## src/hdl/xform_params.svh

```systemverilog
/*
  size and count macros for the transform core
  XFORM_POINTS must equal 2**XFORM_ADDR_W, and XFORM_STAGES must be XFORM_ADDR_W
  address counters wrap on their own and rely on this
*/
`ifndef XFORM_PARAMS_SVH
`define XFORM_PARAMS_SVH

// samples per frame
`define XFORM_POINTS 16

// bank address width
`define XFORM_ADDR_W 4

// radix-2 stages per frame
`define XFORM_STAGES 4

// sample width, two's complement
`define XFORM_DATA_W 16

`endif

```

## src/hdl/xform_ctrl_pkg.sv

```systemverilog
/*
  control-side types of the transform core
  encodings are local to the core and carry no external meaning
*/
package xform_ctrl_pkg;

	// frame-level FSM states
	typedef enum logic [1:0]
	{
		IDLE    = 2'd0,
		SINK    = 2'd1,
		COMPUTE = 2'd2,
		SOURCE  = 2'd3
	} ctrl_state_t;

	// what the two banks serve in the current cycle
	typedef enum logic [1:0]
	{
		MODE_IDLE    = 2'd0,
		MODE_SINK    = 2'd1,
		MODE_COMPUTE = 2'd2,
		MODE_SOURCE  = 2'd3
	} bank_mode_t;

endpackage

```

## src/hdl/xform_data_pkg.sv

```systemverilog
/*
  data-side types of the transform core
  sample arithmetic wraps at XFORM_DATA_W bits
*/
`include "xform_params.svh"

package xform_data_pkg;

	// one signed sample
	typedef logic signed [`XFORM_DATA_W-1:0] sample_t;

	// bank word address
	typedef logic [`XFORM_ADDR_W-1:0] addr_t;

	// stage index, holds 0 up to XFORM_STAGES
	typedef logic [$clog2(`XFORM_STAGES+1)-1:0] stage_t;

endpackage

```

## src/hdl/frame_bank.sv

```systemverilog
/*
  one frame memory bank
  one write port, one read port, read data valid one cycle after rd_en
  a write and a read at the same address in one cycle return the old word
*/
`timescale 1ns/1ps
`include "xform_params.svh"

module frame_bank
	import xform_data_pkg::*;
(
	input  logic    clk,
	input  logic    rst_n,
	input  logic    wr_en,
	input  addr_t   wr_addr,
	input  sample_t wr_data,
	input  logic    rd_en,
	input  addr_t   rd_addr,
	output sample_t rd_data
);

	// sample storage, no reset
	sample_t mem [`XFORM_POINTS];

	always_ff @(posedge clk)
	begin
		if (wr_en)
		begin
			mem[wr_addr] <= wr_data;
		end
	end

	// registered read port
	always_ff @(posedge clk)
	begin
		if (!rst_n)
		begin
			rd_data <= '0;
		end
		else if (rd_en)
		begin
			rd_data <= mem[rd_addr];
		end
	end

endmodule

```

## src/hdl/stage_counter.sv

```systemverilog
/*
  pair and stage counter for the compute phase
  stage_last and frame_last are registered, one cycle after the final pair_step
  stage returns to zero together with frame_last
*/
`timescale 1ns/1ps
`include "xform_params.svh"

module stage_counter
	import xform_data_pkg::*;
(
	input  logic   clk,
	input  logic   rst_n,
	input  logic   stage_start,
	input  logic   pair_step,
	output addr_t  pair_index,
	output stage_t stage,
	output logic   stage_last,
	output logic   frame_last
);

	// half the frame per stage
	localparam addr_t  LAST_PAIR  = addr_t'(`XFORM_POINTS / 2 - 1);
	localparam stage_t LAST_STAGE = stage_t'(`XFORM_STAGES - 1);

	// ------------------------------
	// counters
	// ------------------------------
	always_ff @(posedge clk)
	begin
		if (!rst_n)
		begin
			pair_index <= '0;
			stage      <= '0;
			stage_last <= 1'b0;
			frame_last <= 1'b0;
		end
		else
		begin
			// strobes default low
			stage_last <= 1'b0;
			frame_last <= 1'b0;
			if (stage_start)
			begin
				// resync at each stage entry
				pair_index <= '0;
			end
			else if (pair_step)
			begin
				if (pair_index == LAST_PAIR)
				begin
					pair_index <= '0;
					stage_last <= 1'b1;
					if (stage == LAST_STAGE)
					begin
						// frame done so stage returns to 0
						frame_last <= 1'b1;
						stage      <= '0;
					end
					else
					begin
						stage <= stage + stage_t'(1);
					end
				end
				else
				begin
					pair_index <= pair_index + addr_t'(1);
				end
			end
		end
	end

endmodule

```

## src/hdl/butterfly_engine.sv

```systemverilog
/*
  radix-2 sum/difference engine, four cycles per pair
  phase 0 reads lower, 1 reads upper, 2 writes sum, 3 writes difference
  read and write go to different banks, so no hazard between them
  stops by itself after the final pair, restarts on stage_start
*/
`timescale 1ns/1ps
`include "xform_params.svh"

module butterfly_engine
	import xform_data_pkg::*;
(
	input  logic    clk,
	input  logic    rst_n,
	input  logic    stage_start,
	input  stage_t  stage,
	input  addr_t   pair_index,
	output logic    rd_en,
	output addr_t   rd_addr,
	input  sample_t rd_data,
	output logic    wr_en,
	output addr_t   wr_addr,
	output sample_t wr_data,
	output logic    pair_step
);

	localparam addr_t LAST_PAIR = addr_t'(`XFORM_POINTS / 2 - 1);

	logic       active;
	logic [1:0] phase;
	addr_t      lo_addr;
	addr_t      hi_addr;
	sample_t    op_lo;
	sample_t    op_hi;

	// insert a zero bit at position s of k
	function automatic addr_t pair_lower(addr_t k, stage_t s);
		addr_t low_mask;
		low_mask = (addr_t'(1) << s) - addr_t'(1);
		return ((k & ~low_mask) << 1) | (k & low_mask);
	endfunction

	assign lo_addr = pair_lower(pair_index, stage);
	assign hi_addr = lo_addr | (addr_t'(1) << stage);

	// ------------------------------
	// phase sequencer
	// ------------------------------
	always_ff @(posedge clk)
	begin
		if (!rst_n)
		begin
			active <= 1'b0;
			phase  <= 2'd0;
		end
		else if (stage_start)
		begin
			active <= 1'b1;
			phase  <= 2'd0;
		end
		else if (active)
		begin
			phase <= phase + 2'd1;
			// counter raises stage_last off this same step
			if (phase == 2'd3 && pair_index == LAST_PAIR)
			begin
				active <= 1'b0;
			end
		end
	end

	// operands captured one cycle after each read
	always_ff @(posedge clk)
	begin
		if (active && phase == 2'd1)
		begin
			op_lo <= rd_data;
		end
		if (active && phase == 2'd2)
		begin
			op_hi <= rd_data;
		end
	end

	// lower address on even phases, upper on odd
	assign rd_en   = active && !phase[1];
	assign rd_addr = phase[0] ? hi_addr : lo_addr;
	assign wr_en   = active && phase[1];
	assign wr_addr = phase[0] ? hi_addr : lo_addr;

	// sum uses the upper operand straight off the bank
	assign wr_data = phase[0] ? sample_t'(op_lo - op_hi) : sample_t'(op_lo + rd_data);

	assign pair_step = active && phase == 2'd3;

endmodule

```

## src/hdl/bank_router.sv

```systemverilog
/*
  sink and source address counters, steering of sink, engine and source onto the banks
  sink always fills bank_a; source reads the bank given by the stage count parity
  source_done is registered and also stops further source reads
*/
`timescale 1ns/1ps
`include "xform_params.svh"

module bank_router
	import xform_ctrl_pkg::*;
	import xform_data_pkg::*;
(
	input  logic       clk,
	input  logic       rst_n,
	input  bank_mode_t bank_mode,
	input  stage_t     stage,
	input  logic       sink_valid,
	input  sample_t    sink_data,
	input  logic       eng_rd_en,
	input  addr_t      eng_rd_addr,
	input  logic       eng_wr_en,
	input  addr_t      eng_wr_addr,
	input  sample_t    eng_wr_data,
	output sample_t    eng_rd_data,
	output logic       source_valid,
	output logic       source_sop,
	output sample_t    source_data,
	output logic       sink_done,
	output logic       source_done,
	output logic       bank_a_wr_en,
	output addr_t      bank_a_wr_addr,
	output sample_t    bank_a_wr_data,
	output logic       bank_a_rd_en,
	output addr_t      bank_a_rd_addr,
	input  sample_t    bank_a_rd_data,
	output logic       bank_b_wr_en,
	output addr_t      bank_b_wr_addr,
	output sample_t    bank_b_wr_data,
	output logic       bank_b_rd_en,
	output addr_t      bank_b_rd_addr,
	input  sample_t    bank_b_rd_data
);

	localparam addr_t LAST_ADDR = addr_t'(`XFORM_POINTS - 1);
	// final frame sits in bank_b for an odd stage count
	localparam bit    SRC_BANK  = (`XFORM_STAGES % 2) != 0;

	addr_t sink_addr;
	addr_t src_addr;
	logic  sink_wr;
	logic  src_rd;

	assign sink_wr   = (bank_mode == MODE_SINK) && sink_valid;
	assign src_rd    = (bank_mode == MODE_SOURCE) && !source_done;
	// combinational so a sample right after the frame is not taken
	assign sink_done = sink_wr && (sink_addr == LAST_ADDR);

	// ------------------------------
	// address counters
	// ------------------------------
	always_ff @(posedge clk)
	begin
		if (!rst_n)
		begin
			sink_addr    <= '0;
			src_addr     <= '0;
			source_valid <= 1'b0;
			source_sop   <= 1'b0;
			source_done  <= 1'b0;
		end
		else
		begin
			// both wrap to zero after a full frame
			if (sink_wr)
				sink_addr <= sink_addr + addr_t'(1);
			if (src_rd)
				src_addr <= src_addr + addr_t'(1);
			// one cycle behind the bank read
			source_valid <= src_rd;
			source_sop   <= src_rd && (src_addr == '0);
			source_done  <= src_rd && (src_addr == LAST_ADDR);
		end
	end

	// ------------------------------
	// port steering
	// ------------------------------
	always_comb
	begin
		bank_a_wr_en   = 1'b0;
		bank_a_wr_addr = eng_wr_addr;
		bank_a_wr_data = eng_wr_data;
		bank_a_rd_en   = 1'b0;
		bank_a_rd_addr = eng_rd_addr;
		bank_b_wr_en   = 1'b0;
		bank_b_wr_addr = eng_wr_addr;
		bank_b_wr_data = eng_wr_data;
		bank_b_rd_en   = 1'b0;
		bank_b_rd_addr = eng_rd_addr;
		case (bank_mode)
			MODE_SINK:
			begin
				bank_a_wr_en   = sink_valid;
				bank_a_wr_addr = sink_addr;
				bank_a_wr_data = sink_data;
			end
			MODE_COMPUTE:
			begin
				// odd stage reads bank_b, even stage reads bank_a
				if (stage[0])
				begin
					bank_b_rd_en = eng_rd_en;
					bank_a_wr_en = eng_wr_en;
				end
				else
				begin
					bank_a_rd_en = eng_rd_en;
					bank_b_wr_en = eng_wr_en;
				end
			end
			MODE_SOURCE:
			begin
				if (SRC_BANK)
				begin
					bank_b_rd_en   = src_rd;
					bank_b_rd_addr = src_addr;
				end
				else
				begin
					bank_a_rd_en   = src_rd;
					bank_a_rd_addr = src_addr;
				end
			end
			default:
			begin
			end
		endcase
	end

	// engine read data picked by stage parity, which holds through the read
	assign eng_rd_data = stage[0] ? bank_b_rd_data : bank_a_rd_data;
	assign source_data = SRC_BANK ? bank_b_rd_data : bank_a_rd_data;

endmodule

```

## src/hdl/xform_ctrl_fsm.sv

```systemverilog
/*
  frame-level FSM stepping through idle, sink, compute stages and source
  a new frame starts only from IDLE; the sop sample is written in the accepting cycle
  bank_mode and busy are decoded from state, bank_mode also looks at the sop input
*/
`timescale 1ns/1ps

module xform_ctrl_fsm
	import xform_ctrl_pkg::*;
(
	input  logic       clk,
	input  logic       rst_n,
	input  logic       sink_valid,
	input  logic       sink_sop,
	input  logic       sink_done,
	input  logic       stage_last,
	input  logic       frame_last,
	input  logic       source_done,
	output bank_mode_t bank_mode,
	output logic       stage_start,
	output logic       busy
);

	ctrl_state_t state;
	logic        sop_accept;

	assign sop_accept = sink_valid && sink_sop;

	// ------------------------------
	// state register
	// ------------------------------
	always_ff @(posedge clk)
	begin
		if (!rst_n)
		begin
			state       <= IDLE;
			stage_start <= 1'b0;
		end
		else
		begin
			stage_start <= 1'b0;
			case (state)
				IDLE:
				begin
					if (sop_accept)
						state <= SINK;
				end
				SINK:
				begin
					// first stage kicks off on entry
					if (sink_done)
					begin
						state       <= COMPUTE;
						stage_start <= 1'b1;
					end
				end
				COMPUTE:
				begin
					if (stage_last)
					begin
						if (frame_last)
							state <= SOURCE;
						else
							stage_start <= 1'b1;
					end
				end
				SOURCE:
				begin
					if (source_done)
						state <= IDLE;
				end
				default:
				begin
					state <= IDLE;
				end
			endcase
		end
	end

	// ------------------------------
	// bank mode decode
	// ------------------------------
	always_comb
	begin
		case (state)
			// sop cycle already writes bank_a
			IDLE:    bank_mode = sop_accept ? MODE_SINK : MODE_IDLE;
			SINK:    bank_mode = MODE_SINK;
			COMPUTE: bank_mode = MODE_COMPUTE;
			SOURCE:  bank_mode = MODE_SOURCE;
			default: bank_mode = MODE_IDLE;
		endcase
	end

	// high from the cycle after sop to the cycle after the last sample
	assign busy = (state != IDLE);

endmodule

```

## src/hdl/xform_top.sv

```systemverilog
/*
  top level of the Walsh-Hadamard transform core
  frames of XFORM_POINTS samples, one accepted at a time, no back-pressure on source
  sink_valid and sink_sop outside a frame are ignored while busy
*/
`timescale 1ns/1ps

module xform_top
	import xform_ctrl_pkg::*;
	import xform_data_pkg::*;
(
	input  logic    clk,
	input  logic    rst_n,
	input  logic    sink_valid,
	input  logic    sink_sop,
	input  sample_t sink_data,
	output logic    source_valid,
	output logic    source_sop,
	output sample_t source_data,
	output logic    busy
);

	// control strobes
	bank_mode_t bank_mode;
	logic       stage_start;
	logic       sink_done;
	logic       source_done;
	logic       stage_last;
	logic       frame_last;
	logic       pair_step;
	addr_t      pair_index;
	stage_t     stage;

	// engine side
	logic    eng_rd_en;
	addr_t   eng_rd_addr;
	sample_t eng_rd_data;
	logic    eng_wr_en;
	addr_t   eng_wr_addr;
	sample_t eng_wr_data;

	// bank ports
	logic    a_wr_en, b_wr_en;
	addr_t   a_wr_addr, b_wr_addr;
	sample_t a_wr_data, b_wr_data;
	logic    a_rd_en, b_rd_en;
	addr_t   a_rd_addr, b_rd_addr;
	sample_t a_rd_data, b_rd_data;

	// ------------------------------
	// control
	// ------------------------------
	xform_ctrl_fsm u_fsm (
		.clk(clk), .rst_n(rst_n), .sink_valid(sink_valid), .sink_sop(sink_sop),
		.sink_done(sink_done), .stage_last(stage_last), .frame_last(frame_last),
		.source_done(source_done), .bank_mode(bank_mode), .stage_start(stage_start),
		.busy(busy)
	);

	stage_counter u_counter (
		.clk(clk), .rst_n(rst_n), .stage_start(stage_start), .pair_step(pair_step),
		.pair_index(pair_index), .stage(stage), .stage_last(stage_last),
		.frame_last(frame_last)
	);

	// ------------------------------
	// datapath
	// ------------------------------
	butterfly_engine u_engine (
		.clk(clk), .rst_n(rst_n), .stage_start(stage_start), .stage(stage),
		.pair_index(pair_index), .rd_en(eng_rd_en), .rd_addr(eng_rd_addr),
		.rd_data(eng_rd_data), .wr_en(eng_wr_en), .wr_addr(eng_wr_addr),
		.wr_data(eng_wr_data), .pair_step(pair_step)
	);

	bank_router u_router (
		.clk(clk), .rst_n(rst_n), .bank_mode(bank_mode), .stage(stage),
		.sink_valid(sink_valid), .sink_data(sink_data),
		.eng_rd_en(eng_rd_en), .eng_rd_addr(eng_rd_addr), .eng_wr_en(eng_wr_en),
		.eng_wr_addr(eng_wr_addr), .eng_wr_data(eng_wr_data), .eng_rd_data(eng_rd_data),
		.source_valid(source_valid), .source_sop(source_sop), .source_data(source_data),
		.sink_done(sink_done), .source_done(source_done),
		.bank_a_wr_en(a_wr_en), .bank_a_wr_addr(a_wr_addr), .bank_a_wr_data(a_wr_data),
		.bank_a_rd_en(a_rd_en), .bank_a_rd_addr(a_rd_addr), .bank_a_rd_data(a_rd_data),
		.bank_b_wr_en(b_wr_en), .bank_b_wr_addr(b_wr_addr), .bank_b_wr_data(b_wr_data),
		.bank_b_rd_en(b_rd_en), .bank_b_rd_addr(b_rd_addr), .bank_b_rd_data(b_rd_data)
	);

	// ping-pong pair
	frame_bank bank_a (
		.clk(clk), .rst_n(rst_n), .wr_en(a_wr_en), .wr_addr(a_wr_addr),
		.wr_data(a_wr_data), .rd_en(a_rd_en), .rd_addr(a_rd_addr), .rd_data(a_rd_data)
	);

	frame_bank bank_b (
		.clk(clk), .rst_n(rst_n), .wr_en(b_wr_en), .wr_addr(b_wr_addr),
		.wr_data(b_wr_data), .rd_en(b_rd_en), .rd_addr(b_rd_addr), .rd_data(b_rd_data)
	);

endmodule

```

## config.mk

```make
export PLATFORM = sky130hd
export DESIGN_NAME = xform_top
export DESIGN_NICKNAME = d
export VERILOG_FILES = /design/src/hdl/xform_ctrl_pkg.sv /design/src/hdl/xform_data_pkg.sv /design/src/hdl/frame_bank.sv /design/src/hdl/stage_counter.sv /design/src/hdl/butterfly_engine.sv /design/src/hdl/bank_router.sv /design/src/hdl/xform_ctrl_fsm.sv /design/src/hdl/xform_top.sv
export VERILOG_INCLUDE_DIRS = /design/src /design/src/hdl
export SDC_FILE = /design/constraint.sdc
export NUM_CORES = 1
export LEC_CHECK = 0
export BUFFER_PORTS_ARGS = -buffer_cell sky130_fd_sc_hd__buf_2
export CAP_MARGIN = 20
export CORE_AREA = 2 2 205 358
export CTS_BUF_LIST = sky130_fd_sc_hd__clkbuf_8 sky130_fd_sc_hd__clkbuf_16
export DETAILED_ROUTE_END_ITERATION = 12
export DIE_AREA = 0 0 207 360
export HOLD_SLACK_MARGIN = 0.03
export PLACE_DENSITY = 0.59
export SKIP_LAST_GASP = 1
export SLEW_MARGIN = 40
export SYNTH_ARGS = -nofsm -noshare
export SYNTH_HDL_FRONTEND = slang
export SYNTH_HIERARCHICAL = 1
export SYNTH_SLANG_ARGS = --single-unit
```

## constraint.sdc

```tcl
create_clock -name clk -period 4.6 [get_ports clk]
set_input_delay 0.69 -clock clk [delete_from_list [all_inputs] [get_ports clk]]
set_output_delay 0.69 -clock clk [all_outputs]
set_load 0.01 [all_outputs]
```

After elaboration in Yosys (flattened, before gate mapping)
Memory sizes are Yosys's and may differ from the RTL's. A register that Yosys moved wholly into a read port is not among the register bits. Index checks and enable logic that the tools add are counted.

Bits in registers: 58. RAM bits: 512. Input port bits: 20. Output and inout bits: 19. Logic and storage cells: 114. Memories: 2.

Memory list: bank_a.mem (words 16, bits a word 16, rd ports 1, clocked after Yosys merged registers in 1, wr ports 1, line frame_bank.sv:23) `` sample_t mem [`XFORM_POINTS]; ``; bank_b.mem (words 16, bits a word 16, rd ports 1, clocked after Yosys merged registers in 1, wr ports 1, line frame_bank.sv:23).

Add/subtract/negate cells: 8. Eq/ne operators: 18. Shift operators: 1. Multiplexer cells: 37. Bitwise operators: 9. Reduce and logical (&&, ||, !) cells: 24.

Operators by type and width (count): 16-bit 2-to-1 mux (3); 1-bit 2-to-1 mux (19); 16-bit adder (1); 4-bit 2-to-1 mux (4); 2-bit case mux with 4 select lines (2); 16-bit subtractor (1); 4-bit by 1-bit adder with 4-bit output (second input constant) (3); 2-bit equality test (second input constant) (6); 1-bit logical AND (12); 2-bit 2-to-1 mux (5); 4-bit equality test (second input constant) (2); 2-bit by 1-bit inequality test with 1-bit output (second input constant) (4); 4-bit OR (2); 2-bit by 1-bit equality test with 1-bit output (second input constant) (3); 1-bit case mux with 2 select lines (3); 5-bit AND reduction (1); 4-bit AND (1); 4-bit by 3-bit equality test with 1-bit output (second input constant) (1); 1-bit logical NOT (4); 4-bit logical NOT (1); 1-bit inverter (4); 4-bit OR reduction (1); 1-bit by 3-bit << shifter with 4-bit output (first input constant) (1); 4-bit by 1-bit subtractor with 4-bit output (second input constant) (1); 12 further kinds (12).

Longest topological paths before layout
Word-level depth: 8. Gate-level depth with buffers: 17. Gate-level depth less buffers: 16.

Cells and area by module
Netlist, hierarchy kept.

By module, submodules not included: frame_bank (instances 2, cells each 608, area each 10536.4 µm², sequential area each 8007.7 µm²); butterfly_engine (instances 1, cells each 245, area each 2459.9 µm², sequential area each 1021.0 µm²); bank_router (instances 1, cells each 144, area each 1342.5 µm², sequential area each 220.2 µm²); stage_counter (instances 1, cells each 37, area each 376.6 µm², sequential area each 180.2 µm²); xform_ctrl_fsm (instances 1, cells each 30, area each 285.3 µm², sequential area each 60.1 µm²).

Worst setup path before layout
OpenSTA, ideal clock, no wires.

Path type: flip-flop to flip-flop. From: register u_counter.stage[0]. To: memory bank_a/mem[0][15] (netlist name) (data pin). Setup time: 285 ps. Arrival: 3864 ps. Data required time: 4315 ps. Setup slack: 450 ps. Cell stages (with the launch flop): 16. Buffers on the path: 1. Clock period less this slack: 4150 ps. Path through: dfxtp_1 > buf_2 > mux2_2 > or3_4 > or3_4 > nor2_1 > xor2_1 > nor2_1 > a21oi_1 > ha_1 > or2_2 > a31oi_1 > a21oi_1 > a221oi_1 > xnor2_1 > mux2_2.

Cells in the longest elaborated chain, start to end: 4.

RTL lines: from (decl) (line stage_counter.sv:17) `output stage_t stage,`; from (signal assigned) (line stage_counter.sv:62) `stage <= stage + stage_t'(1);`; 16-bit 2-to-1 mux (line bank_router.sv:141) `assign eng_rd_data = stage[0] ? bank_b_rd_data : bank_a_rd_data;`; net eng_rd_data[5] (line xform_top.sv:37) `sample_t eng_rd_data;`; 16-bit adder (line butterfly_engine.sv:92) `assign wr_data = phase[0] ? sample_t'(op_lo - op_hi) : sample_t'(op_lo + rd_data);`; 16-bit 2-to-1 mux (line butterfly_engine.sv:92); net eng_wr_data[15] (line xform_top.sv:40) `sample_t eng_wr_data;`; 16-bit 2-to-1 mux (line bank_router.sv:100) `case (bank_mode)`; net a_wr_data[15] (line xform_top.sv:45) `sample_t a_wr_data, b_wr_data;`; to (decl) (line frame_bank.sv:23).

The timed path passes the listed nets, and every way through them passes these cells.

Worst setup path in the final report
From: register u_counter.stage[0]. To: memory bank_a/mem[1][15] (netlist name) (data pin).

Same word-level chain as after synthesis.

==> impl_metrics.py <==
metrics = {
    "routing": {
        "first_iter_violations": 939,
        "wl_per_cell_um": 23.0,
        "drcViolationCount": 0,
        "postRouteAntennaNets": 0,
        "firstDrtPassIters": 5,
        "routed_wl_um": 62100,
        "viasPerCell": 5.21,
        "vias": 14000,
    },
    "clock_tree": {
        "clockBufferDepth": 3,
        "clock_latency_ps": 600,
        "cts_buffers": 49,
        "cts.sinks": 602,
        "cts_htree_levels": 2,
        "postCtsHoldBufs": 0,
        "cts_resized": 0,
        "clk_pin_slew_ps": 70,
        "cts_tree": "built",
        "root_buffer": "clkbuf_16",
        "post_cts_buffers": 0,
    },
    "power": {
        "power_density_nw_per_um2": 468,
        "p_leak_nw": 9.12,
        "ir_drop_v": 0.000261,
        "power.total_mw": 13.4,
    },
    "die": {
        "core_area_um2": 71600,
        "pin_count": 39,
        "die_y_um": 360,
        "rows": 130,
        "initial_core_util_pct": 35.7,
        "die_area_um2": 74500,
        "die_x_um": 207,
    },
    "worst_hold_path": {
        "hp-class": "in -> reg",
        "worstHoldStart": "sink_valid",
        "holdPathStages": 3,
        "hold_end": "u_router/sink_addr[1]",
    },
    "timing": {
        "fin_crit_sh_pct": 94.8,
        "slew_violations": 0,
        "timing.fmax_mhz": 229,
        "worstMarginPinSlew_ps": 814,
        "fin_skew_ps": 14.7,
        "fin_tns_setup_ps": 0,
        "setup_viol": 0,
        "period_minus_slack_ps": 4360,
        "final_hold_viol_count": 0,
        "slew_headroom_pct": 45.5,
    },
    "global_route": {
        "grt_pass1_vias": 14500,
        "grt_max_degree": 58,
        "grt_pass1_wl_um": 92900,
        "grt_antenna_before_repair": 0,
        "track_usage_pct": 16.5,
        "overflow": 0,
    },
    "synth": {
        "synth_mux_area_share_pct": 12.2,
        "synth_top_area_share_pct": 64.0,
        "synth.avg_cell_area_um2": 15.3,
        "synth-edff-count": 544,
        "synth_top_family_by_area": "multiplexers",
        "yosys.area_share.simple_pct": 6.96,
        "synth-xor-area-share_pct": 1.13,
        "yosys.cell_count.top_type": "edfxtp_1",
        "yosys.area.top_type": "edfxtp_1",
        "synth.area.top_cells": "edfxtp_1 64%, mux2i_1 10%, dfxtp_1 4.5%",
        "netlist_top_cells_count": "544 x edfxtp_1, 265 x mux2i_1, 108 x nand3_1",
        "async_reset_ff_share_pct": 0,
        "ys_warn_count": 6,
        "seq_area_frac_synth_pct": 68.5,
        "synthAdderAreaFrac_pct": 1.74,
        "synth-compound-area-share_pct": 5.36,
        "postSynthCellCount": 1672,
        "synthFlopType": "edfxtp_1",
        "ys_seq_elements": 602,
        "mappedNetlistArea_um2": 25500,
        "syn_nets": 1727,
        "ys_types": 72,
    },
    "job": {
        "cap_violations": 0,
    },
    "setup_path": {
        "crit_required_ps": 4900,
        "rr_worst_depth": 13,
        "start_kind": "flop",
        "critPathMaxFanout": 16,
        "r2r_end": "bank_a/mem[1][15]",
        "cp-end-kind": "flop",
        "r2r_start": "u_counter/stage[0]",
        "cp_data_arrival_time_ps": 4660,
        "r2r_setup_slack_ps": 240,
        "path_class": "reg -> reg",
    },
    "placed_design": {
        "place.gp.congestion": 0.837,
        "io_buffers": 38,
        "place_hpwl_um": 41700,
    },
    "run_status": {
        "status": "finished clean",
    },
    "final_layout": {
        "area_growth_pct": 12.2,
        "diodes": 0,
        "drive_gt1_share_pct": 17.9,
        "nNetsFinal": 1787,
    },
}
-- stage by stage --
stage | util, % | cells | instance area, µm² | hold slack, ps | setup WS, ps
after detailed placement | 37.6 | 2605 | 26900 | 447 | 158
after global routing | 40.0 | 2697 | 28600 | 479 | -19.5
after floorplan | - | 1672 | 25500 | 420 | 450
after CTS | 40.0 | 2697 | 28600 | 433 | 145
final | 40.0 | 2697 | 28600 | 469 | 238
after global placement | 37.5 | 2604 | 26900 | 448 | 173
-- registers in the layout, indices dropped and copies added (netlist names), 2 cells and up --
register and count:
u_engine/op_lo 16, u_router/sink_addr 4, u_counter/pair_index 4, u_fsm/state 2
bank_b/mem 256, bank_a/mem 256, u_router/src_addr 4, u_counter/stage 3
u_engine/phase 2, u_engine/op_hi 16, bank_b/rd_data 16, bank_a/rd_data 16
-- cell usage in the layout (no fill, tap or decap), types with 8 or more instances in the layout --
master and count:
xor2_1 14, nor2_2 26, buf_12 9, nand2b_1 12, nor2_1 32, dfxtp_1 57, nand3_1 108, clkbuf_16 51
a21oi_1 57, nor3_2 9, inv_1 28, clkinv_2 11, nor2b_1 9, mux2i_1 265, a22oi_1 96, buf_2 38
nand2_1 96, xnor2_1 19, buf_4 79, ha_1 34, mux2_2 40, o21ai_0 9, bufinv_16 9, and2_1 8
edfxtp_1 544
-- per-layer routing --
layer / GRT usage [%] / up-vias / share of wire, %
li1: - / 6454 / -
met1: 16.9 / 7182 / 36
met2: 33.6 / 291 / 58
met3: 1.61 / 116 / 2.8
met4: 6.54 / 0 / 3.6
met5: 0 / - / 0
-- worst max-delay path, cell delays in order (launching register included) --
cell and delay [ps]:
dfxtp_2 440, mux2_2 400, or3_4 430, or3_4 420, and3_1 180, a21oi_1 130
ha_1 260, a21o_1 200, a21oi_1 200, nor3b_1 310, a21oi_1 140, a221oi_1 310
xnor2_1 220, mux2_2 420
-- report_power, final --
group	switching [mW]	total (mW)	internal (mW)
logic	1.34	1.90	0.561
clock network	2.00	4.57	2.57
registers	0.0327	6.92	6.89
total	3.37	13.4	10.0
-- layout make-up --
type	instances	area [µm²]
flip-flops and latches	602	17500
inverters	25	98.8
clock buffers	53	1300
fillers	6566	42900
repair buffers	128	1000
multi-input cells	926	7150
clock inverters	39	435
well taps	924	1160
-- worst max path at each step --
stage / startpoint / endpoint / slack, ps / depth (start not counted)
5_1_grt: u_counter/stage[0] / bank_a/mem[1][15] / -20 / 14
2_1_floorplan: u_counter/stage[0] / bank_a/mem[0][15] / 450 / 15
3_3_place_gp: u_counter/stage[0] / bank_a/mem[12][15] / 170 / 14
4_1_cts: u_counter/stage[0] / bank_a/mem[2][13] / 150 / 14
6_report: u_counter/stage[0] / bank_a/mem[1][15] / 240 / 13
3_5_place_dp: u_counter/stage[0] / bank_a/mem[2][13] / 160 / 14
-- cell families after synthesis --
logic type,Yosys count
muxes,306
adders and majority gates,35
AOI/OAI and AO/OA,199
xor gates and xnor gates,33
buffers and inverters,144
and+or+nand+nor,353
DFF,602
Note: power is estimated with default switching activity, not from simulation.
